`config.mk`:
```
export PLATFORM = sky130hd
export DESIGN_NAME = dbg_top
export DESIGN_NICKNAME = d
export VERILOG_FILES = /design/src/verilog/dbg_pkg.sv /design/src/verilog/dbg_top.sv /design/src/verilog/dbg_cpu_module.sv /design/src/verilog/dbg_bus_module.sv /design/src/verilog/dbg_chain_select.sv
export VERILOG_INCLUDE_DIRS = /design/src /design/src/include
export SDC_FILE = /design/constraint.sdc
export NUM_CORES = 1
export LEC_CHECK = 0
export BUFFER_PORTS_ARGS = -buffer_cell sky130_fd_sc_hd__clkbuf_2
export CAP_MARGIN = 20
export CORE_AREA = 2 2 143 145
export DETAILED_ROUTE_END_ITERATION = 16
export DIE_AREA = 0 0 145 147
export GPL_TIMING_DRIVEN = 0
export MAX_ROUTING_LAYER = met4
export PLACE_DENSITY = 0.58
export SYNTH_ARGS = -nofsm -noshare
export SYNTH_HDL_FRONTEND = slang
export SYNTH_SLANG_ARGS = --single-unit
```
`constraint.sdc`:
```
create_clock -name tck_i -period 4.1 [get_ports tck_i]
set_clock_uncertainty 0.1 [all_clocks]
set_input_delay 0.82 -clock tck_i [delete_from_list [all_inputs] [get_ports tck_i]]
set_output_delay 0.82 -clock tck_i [all_outputs]
set_load 0.1 [all_outputs]
```
`src/include/dbg_cfg.svh`:
```
//////////////////////////////////////////////////////////////////////
// Debug unit configuration
// Chain geometry, module ids, command opcodes and core count
//////////////////////////////////////////////////////////////////////

`ifndef DBG_CFG_SVH
`define DBG_CFG_SVH

// Main chain geometry
`define DBG_DATAREG_LEN      64
`define DBG_MODULE_ID_LEN    2
`define DBG_MAX_MODULES      4

// Module slots behind the select word
`define DBG_BUS_MODULE       2'd0
`define DBG_CPU_MODULE       2'd1
`define DBG_JSP_MODULE       2'd2
`define DBG_RESERVED_MODULE  2'd3

// Bus module opcodes
`define DBG_OP_BUS_WRITE     4'h1
`define DBG_OP_BUS_READ      4'h2

// CPU control opcodes
`define DBG_OP_CPU_STALL     4'h1
`define DBG_OP_CPU_STATUS    4'h2

// Cores with stall and breakpoint lines
`define DBG_NUM_CORES        4

`endif
```
`src/verilog/dbg_pkg.sv`:
```
//////////////////////////////////////////////////////////////////////
// Debug unit types
// Two views of the command bits and the bus request bundle
//////////////////////////////////////////////////////////////////////

`default_nettype none

package dbg_pkg;

  `include "dbg_cfg.svh"

  // Bus view, opcode in the top bits of the chain
  typedef struct packed {
    logic [3:0]  opcode;
    logic [15:0] addr;
    logic [31:0] wdata;
    logic [10:0] unused;
  } dbg_bus_cmd_t;

  // CPU view of the same bits
  typedef struct packed {
    logic [3:0]                                   opcode;
    logic [`DBG_NUM_CORES-1:0]                    stall_mask;
    logic [`DBG_DATAREG_LEN-6-`DBG_NUM_CORES:0]   unused;
  } dbg_cpu_cmd_t;

  // Chain bits 62..0, decoded by whichever module is selected
  typedef union packed {
    dbg_bus_cmd_t bus;
    dbg_cpu_cmd_t cpu;
  } dbg_cmd_u;

  // Request carried with the bus strobe
  typedef struct packed {
    logic        write;
    logic [15:0] addr;
    logic [31:0] wdata;
  } dbg_bus_req_t;

endpackage

`default_nettype wire

```
`src/verilog/dbg_top.sv`:
```
//////////////////////////////////////////////////////////////////////
// Debug unit top
// Chain select with the bus and CPU control modules behind it
//////////////////////////////////////////////////////////////////////

`timescale 1ns/100ps
`default_nettype none

`include "dbg_cfg.svh"

module dbg_top (
  input  wire                       tck_i,
  input  wire                       tlr_i,
  input  wire                       tdi_i,
  input  wire                       shift_dr_i,
  input  wire                       capture_dr_i,
  input  wire                       update_dr_i,
  input  wire                       debug_select_i,
  input  wire                       bus_ack_i,
  input  wire  [31:0]               bus_rdata_i,
  input  wire  [`DBG_NUM_CORES-1:0] cpu_bp_i,
  output logic                      tdo_o,
  output logic                      bus_req_o,
  output dbg_pkg::dbg_bus_req_t     bus_req_data_o,
  output logic [`DBG_NUM_CORES-1:0] cpu_stall_o
);

  import dbg_pkg::*;

  // Shared command bus and per-module returns
  dbg_cmd_u                    cmd;
  logic                        cmd_stb;
  logic [`DBG_MAX_MODULES-1:0] sel;
  logic                        bus_inhibit;
  logic                        bus_tdo;
  logic                        cpu_tdo;

  dbg_chain_select u_chain_select (
    .tck_i          (tck_i),
    .tlr_i          (tlr_i),
    .tdi_i          (tdi_i),
    .shift_dr_i     (shift_dr_i),
    .update_dr_i    (update_dr_i),
    .debug_select_i (debug_select_i),
    .inhibit_i      (bus_inhibit),
    .bus_tdo_i      (bus_tdo),
    .cpu_tdo_i      (cpu_tdo),
    .cmd_o          (cmd),
    .cmd_stb_o      (cmd_stb),
    .sel_o          (sel),
    .tdo_o          (tdo_o)
  );

  dbg_bus_module u_bus_module (
    .tck_i          (tck_i),
    .tlr_i          (tlr_i),
    .tdi_i          (tdi_i),
    .capture_dr_i   (capture_dr_i),
    .shift_dr_i     (shift_dr_i),
    .cmd_i          (cmd),
    .cmd_stb_i      (cmd_stb),
    .sel_i          (sel[`DBG_BUS_MODULE]),
    .bus_ack_i      (bus_ack_i),
    .bus_rdata_i    (bus_rdata_i),
    .bus_req_o      (bus_req_o),
    .bus_req_data_o (bus_req_data_o),
    .inhibit_o      (bus_inhibit),
    .tdo_o          (bus_tdo)
  );

  dbg_cpu_module u_cpu_module (
    .tck_i          (tck_i),
    .tlr_i          (tlr_i),
    .capture_dr_i   (capture_dr_i),
    .shift_dr_i     (shift_dr_i),
    .cmd_i          (cmd),
    .cmd_stb_i      (cmd_stb),
    .sel_i          (sel[`DBG_CPU_MODULE]),
    .cpu_bp_i       (cpu_bp_i),
    .cpu_stall_o    (cpu_stall_o),
    .tdo_o          (cpu_tdo)
  );

endmodule

`default_nettype wire

```
`src/verilog/dbg_cpu_module.sv`:
```
//////////////////////////////////////////////////////////////////////
// Debug CPU control module
// Per-core stall bits and a stall/breakpoint status readout
//////////////////////////////////////////////////////////////////////

`timescale 1ns/100ps
`default_nettype none

`include "dbg_cfg.svh"

module dbg_cpu_module (
  input  wire                       tck_i,
  input  wire                       tlr_i,
  input  wire                       capture_dr_i,
  input  wire                       shift_dr_i,
  input  dbg_pkg::dbg_cmd_u         cmd_i,
  input  wire                       cmd_stb_i,
  input  wire                       sel_i,
  input  wire  [`DBG_NUM_CORES-1:0] cpu_bp_i,
  output logic [`DBG_NUM_CORES-1:0] cpu_stall_o,
  output logic                      tdo_o
);

  import dbg_pkg::*;

  dbg_cpu_cmd_t                cpu_cmd;
  logic                        stall_load;
  logic [`DBG_DATAREG_LEN-1:0] out_q;

  //////////////////////////////////////////////////////////////////////
  // Stall register
  //////////////////////////////////////////////////////////////////////

  assign cpu_cmd    = cmd_i.cpu;
  assign stall_load = cmd_stb_i & sel_i & (cpu_cmd.opcode == `DBG_OP_CPU_STALL);

  // New mask on the edge that sees the strobe
  always_ff @(posedge tck_i or posedge tlr_i) begin
    if (tlr_i) begin
      cpu_stall_o <= '0;
    end else if (stall_load) begin
      cpu_stall_o <= cpu_cmd.stall_mask;
    end
  end

  //////////////////////////////////////////////////////////////////////
  // Status capture and shift
  //////////////////////////////////////////////////////////////////////

  // Status word: breakpoints above stall bits
  always_ff @(posedge tck_i) begin
    if (capture_dr_i && sel_i) begin
      out_q <= {{(`DBG_DATAREG_LEN-2*`DBG_NUM_CORES){1'b0}}, cpu_bp_i, cpu_stall_o};
    end else if (shift_dr_i && sel_i) begin
      // Zeros fill from the top
      out_q <= {1'b0, out_q[`DBG_DATAREG_LEN-1:1]};
    end
  end

  assign tdo_o = out_q[0];

endmodule

`default_nettype wire

```
`src/verilog/dbg_bus_module.sv`:
```
//////////////////////////////////////////////////////////////////////
// Debug bus module
// Single-strobe bus writes and reads, read data shifted out on tdo
//////////////////////////////////////////////////////////////////////

`timescale 1ns/100ps
`default_nettype none

`include "dbg_cfg.svh"

module dbg_bus_module (
  input  wire                   tck_i,
  input  wire                   tlr_i,
  input  wire                   tdi_i,
  input  wire                   capture_dr_i,
  input  wire                   shift_dr_i,
  input  dbg_pkg::dbg_cmd_u     cmd_i,
  input  wire                   cmd_stb_i,
  input  wire                   sel_i,
  input  wire                   bus_ack_i,
  input  wire  [31:0]           bus_rdata_i,
  output logic                  bus_req_o,
  output dbg_pkg::dbg_bus_req_t bus_req_data_o,
  output logic                  inhibit_o,
  output logic                  tdo_o
);

  import dbg_pkg::*;

  //////////////////////////////////////////////////////////////////////
  // Command decode
  //////////////////////////////////////////////////////////////////////

  dbg_bus_cmd_t                bus_cmd;
  logic                        cmd_write;
  logic                        cmd_read;
  logic                        cmd_accept;
  logic                        req_pend_q;
  logic                        busy_q;
  logic [31:0]                 rdata_q;
  logic [`DBG_DATAREG_LEN-1:0] out_q;

  assign bus_cmd   = cmd_i.bus;
  assign cmd_write = (bus_cmd.opcode == `DBG_OP_BUS_WRITE);
  assign cmd_read  = (bus_cmd.opcode == `DBG_OP_BUS_READ);

  // Commands during an outstanding read are dropped
  assign cmd_accept = cmd_stb_i & sel_i & ~busy_q & (cmd_write | cmd_read);

  //////////////////////////////////////////////////////////////////////
  // Request and handshake
  //////////////////////////////////////////////////////////////////////

  // Request fields, loaded with the accepted command
  always_ff @(posedge tck_i) begin
    if (cmd_accept) begin
      bus_req_data_o.write <= cmd_write;
      bus_req_data_o.addr  <= bus_cmd.addr;
      bus_req_data_o.wdata <= bus_cmd.wdata;
    end
  end

  // Strobe follows one cycle after the request is registered
  always_ff @(posedge tck_i or posedge tlr_i) begin
    if (tlr_i) begin
      req_pend_q <= 1'b0;
      bus_req_o  <= 1'b0;
    end else begin
      req_pend_q <= cmd_accept;
      bus_req_o  <= req_pend_q;
    end
  end

  // Busy from read accept until ack
  always_ff @(posedge tck_i or posedge tlr_i) begin
    if (tlr_i) begin
      busy_q <= 1'b0;
    end else if (cmd_accept && cmd_read) begin
      busy_q <= 1'b1;
    end else if (bus_ack_i) begin
      busy_q <= 1'b0;
    end
  end

  // Keeps the top level on this module mid-read
  assign inhibit_o = busy_q;

  // Read data, zero until the first ack
  always_ff @(posedge tck_i or posedge tlr_i) begin
    if (tlr_i) begin
      rdata_q <= '0;
    end else if (bus_ack_i && busy_q) begin
      rdata_q <= bus_rdata_i;
    end
  end

  //////////////////////////////////////////////////////////////////////
  // Capture and shift
  //////////////////////////////////////////////////////////////////////

  // Read data zero extended, then shifted out LSB first
  always_ff @(posedge tck_i) begin
    if (capture_dr_i && sel_i) begin
      out_q <= {{(`DBG_DATAREG_LEN-32){1'b0}}, rdata_q};
    end else if (shift_dr_i && sel_i) begin
      out_q <= {tdi_i, out_q[`DBG_DATAREG_LEN-1:1]};
    end
  end

  assign tdo_o = out_q[0];

endmodule

`default_nettype wire

```
`src/verilog/dbg_chain_select.sv`:
```
//////////////////////////////////////////////////////////////////////
// Debug chain select
// Main shift register, module id latch, one-hot select and tdo mux
//////////////////////////////////////////////////////////////////////

`timescale 1ns/100ps
`default_nettype none

`include "dbg_cfg.svh"

module dbg_chain_select (
  input  wire                         tck_i,
  input  wire                         tlr_i,
  input  wire                         tdi_i,
  input  wire                         shift_dr_i,
  input  wire                         update_dr_i,
  input  wire                         debug_select_i,
  input  wire                         inhibit_i,
  input  wire                         bus_tdo_i,
  input  wire                         cpu_tdo_i,
  output dbg_pkg::dbg_cmd_u           cmd_o,
  output logic                        cmd_stb_o,
  output logic [`DBG_MAX_MODULES-1:0] sel_o,
  output logic                        tdo_o
);

  //////////////////////////////////////////////////////////////////////
  // Registers and decode
  //////////////////////////////////////////////////////////////////////

  logic [`DBG_DATAREG_LEN-1:0]   chain_q;
  logic [`DBG_MODULE_ID_LEN-1:0] module_id_q;
  logic                          select_word;
  logic [`DBG_MODULE_ID_LEN-1:0] module_id_in;

  // Top bit flags a select word
  assign select_word  = chain_q[`DBG_DATAREG_LEN-1];
  // Id sits right below the flag
  assign module_id_in = chain_q[`DBG_DATAREG_LEN-2 -: `DBG_MODULE_ID_LEN];

  // Everything below the flag goes out as the command
  assign cmd_o = chain_q[`DBG_DATAREG_LEN-2:0];

  // Command strobe, not gated per module
  assign cmd_stb_o = update_dr_i & debug_select_i & ~select_word;

  //////////////////////////////////////////////////////////////////////
  // Main chain
  //////////////////////////////////////////////////////////////////////

  // LSB first, tdi enters at the top
  always_ff @(posedge tck_i or posedge tlr_i) begin
    if (tlr_i) begin
      chain_q <= '0;
    end else if (shift_dr_i && debug_select_i) begin
      chain_q <= {tdi_i, chain_q[`DBG_DATAREG_LEN-1:1]};
    end
  end

  // Module id, held while a module asks for inhibit
  always_ff @(posedge tck_i or posedge tlr_i) begin
    if (tlr_i) begin
      module_id_q <= '0;
    end else if (update_dr_i && debug_select_i && select_word && !inhibit_i) begin
      module_id_q <= module_id_in;
    end
  end

  //////////////////////////////////////////////////////////////////////
  // Select decode and tdo mux
  //////////////////////////////////////////////////////////////////////

  // One-hot select
  always_comb begin
    sel_o              = '0;
    sel_o[module_id_q] = 1'b1;
  end

  // Empty slots read back zeros
  always_comb begin
    case (module_id_q)
      `DBG_BUS_MODULE:      tdo_o = bus_tdo_i;
      `DBG_CPU_MODULE:      tdo_o = cpu_tdo_i;
      `DBG_JSP_MODULE:      tdo_o = 1'b0;
      `DBG_RESERVED_MODULE: tdo_o = 1'b0;
      default:              tdo_o = 1'b0;
    endcase
  end

endmodule

`default_nettype wire

```
==> reports/qor.yml <==
dp_hpwl_mm: 8.290
drive_gt1_frac: 0.4731
critical_path_class: "reg -> out"
internal_power_mw: 4.539
run_status: "finished clean"
fill_cells: 1724
utilization: 0.4773
syn_area_sq_mm: 0.007812
post-route-period-util: 0.6273
core_sq_mm: 0.01984
slew_headroom: 0.4901
clk_pin_slew_ps: 60
die_area_sq_mm: 0.02132
io_buffers: 98
grt_max_degree: 54
fin_cells: 864
p_leak_nw: 4.113
min_period_ps: 2572
clockRootBuffer: "clkbuf_16"
via_per_inst: 4.602
cts.sinks: 215
path_max_fanout: 6
place_inst: 823
setup_viol: 0
synth.area.top_cells: "edfxtp_1 (34%), dfrtp_1 (30%), mux2_2 (19%)"
h-tree-depth: 1
die_h_microns: 147
cts_hold_repair.buffers: 0
irDropWorstVdd_mv: 0.3322
dp_slack_ps: 1169
synthTopCellsByCount: "mux2_2 (130), dfrtp_1 (94), edfxtp_1 (89)"
max_freq_ghz: 0.3888
ys_warn_count: 0
clkPwrFrac: 0.341
first_global_vias: 4247
synth_ff_type: "dfrtp_1"
pwr-share-comb: 0.166
vias: 3976
crit_path_end_kind: "output port"
timing.setup.tns_ps: 0
grt_pass1_wl_mm: 21.18
power.total_mw: 6.041
synth_top_area_share: 0.3421
grt_overflow: 0
drt_iter0_markers: 161
cts_setup_buffers: 0
p_sw_frac: 0.2485
layout_setup_ws_ps: 1528
crit_required_ps: 3180
synth_largest_area_cell: "edfxtp_1"
p_sw_mw: 1.501
syn_to_final_growth_pct: 21.24
finish.net_count: 622
clock_latency_ps: 490
drv_cap: 0
drc_errors: 0
seq_area_frac_synth: 0.7252
seq_power_share: 0.493
num_rows: 52
ant_nets: 0
initial_core_util: 0.3937
antenna_cells: 0
cp_data_arrival_time_ps: 1650
cts_buffers: 23
synth_nets: 497
synthCells: 453
place.gp.congestion: 0.7231
startpoint_type: "register"
worst_pin_slew_ps: 764.8
antenna_found_initial: 0
firstDrtPassIters: 4
slew_viol_final: 0
hold_viol_final: 0
cts_tree: "done"
async_flop_share: 0.4372
synth_edf_count: 89
ios: 99
grt_usage: 0.1234
die_x_microns: 145
cts_resized: 0
synthMostInstantiatedCell: "mux2_2"
wl_mm: 12.37
ys_ff_latch: 215
rsz0062_at_grt: "no"
max-clock-path-buffers: 3
synth.distinct_cells: 22
syn_area_per_cell_sq_um: 17.25
power_density_mw_per_mm2: 637.8
drt-wirelength-per-cell_microns: 14.32
hold_path.class: "reg -> reg"
## stage by stage
stage | cell area [sq um] | hold slack, ps
2_1_floorplan | 7816 | 231.2
3_3_place_gp | 8645 | 237.9
3_5_place_dp | 8702 | 236.2
4_1_cts | 9472 | 250.0
5_1_grt | 9472 | 265.2
6_report | 9472 | 247.8
## per-layer routing
layer  GRT usage  part of all wire  routed length, microns
met4     0.03614             0.026                     316
met2      0.1983              0.47                    5840
met3     0.03012             0.053                     659
met5           -                 0                       0
met1      0.1568              0.45                    5553
## registers in the layout, indices dropped and copies added (netlist names)
name                         flops
u_bus_module.bus_req_data_o     49
u_bus_module.bus_req_o           1
u_bus_module.inhibit_o           1
u_bus_module.out_q              64
u_bus_module.rdata_q            32
u_bus_module.req_pend_q          1
u_chain_select.chain_q          53
u_chain_select.module_id_q       2
u_cpu_module.cpu_stall_o         4
u_cpu_module.out_q               8
## final timing paths
check / start / end / slack, ps / cells past startpoint
max in group asynchronous: tlr_i / u_bus_module.rdata_q[25] / 2910 / 3
min in group asynchronous: tlr_i / u_bus_module.bus_req_o / 330 / 2
worst min-delay path: u_bus_module.req_pend_q / u_bus_module.bus_req_o / 250 / 0
worst min register to register: u_bus_module.req_pend_q / u_bus_module.bus_req_o / 250 / 0
worst max register to register: u_chain_select.module_id_q[0] / u_bus_module.out_q[25] / 1610 / 5
worst max-delay path: u_chain_select.module_id_q[0] / tdo_o / 1530 / 3
## power by group through the flow
stage / registers [mW] / logic (mW) / clock network [mW]
CTS: 2.98 / 1.02 / 2.12
detailed placement: 3.02 / 1.02 / 0
floorplan: 3.05 / 0.738 / 0
global route: 3.04 / 1.09 / 2.22
finish: 2.98 / 1.00 / 2.06
global placement: 3.01 / 0.988 / 0
## logic make-up (layout without fill, tap and decap cells)
logic type	count (synthesis)	after routing	synth area share
buf+inv	23	164	0.01281
mux	163	163	0.2297
flops	215	215	0.7252
simple gates	50	50	0.03091
compound gates	2	2	0.001441
## layout make-up
class | instances | area [sq um] | share of cell area
well taps | 270 | 337.8 | 0.03567
clock buffers | 36 | 694.4 | 0.07332
multi-input cells | 215 | 2058 | 0.2173
repair buffers | 100 | 538.0 | 0.05680
clock inverters | 5 | 75.07 | 0.007926
flip-flops and latches | 215 | 5665 | 0.5982
plain buffers | 19 | 85.08 | 0.008983
inverters | 4 | 17.52 | 0.001849
## cells in the final DEF, fill, tap and decap left out, drive strengths merged
| cell | instances |
|---|---|
| dfrtp | 94 |
| clkbuf | 139 |
| o22ai | 1 |
| mux2 | 130 |
| clkinv | 2 |
| or4b | 2 |
| dfxtp | 32 |
| edfxtp | 89 |
| and2 | 1 |
| mux2i | 33 |
| inv | 5 |
| or2 | 1 |
| nand3b | 3 |
| nor2 | 37 |
| buf | 16 |
| nand4 | 1 |
| nor3b | 1 |
| nand2b | 1 |
| bufinv | 2 |
| nor3 | 1 |
| a21oi | 1 |
| nand2 | 2 |
## critical path, cell delays in order (launching register included)
cell	delay [ps]
dfrtp_1	440
mux2i_1	150
nor2_1	110
clkbuf_2	470
Note: power is estimated with default switching activity, not from simulation.
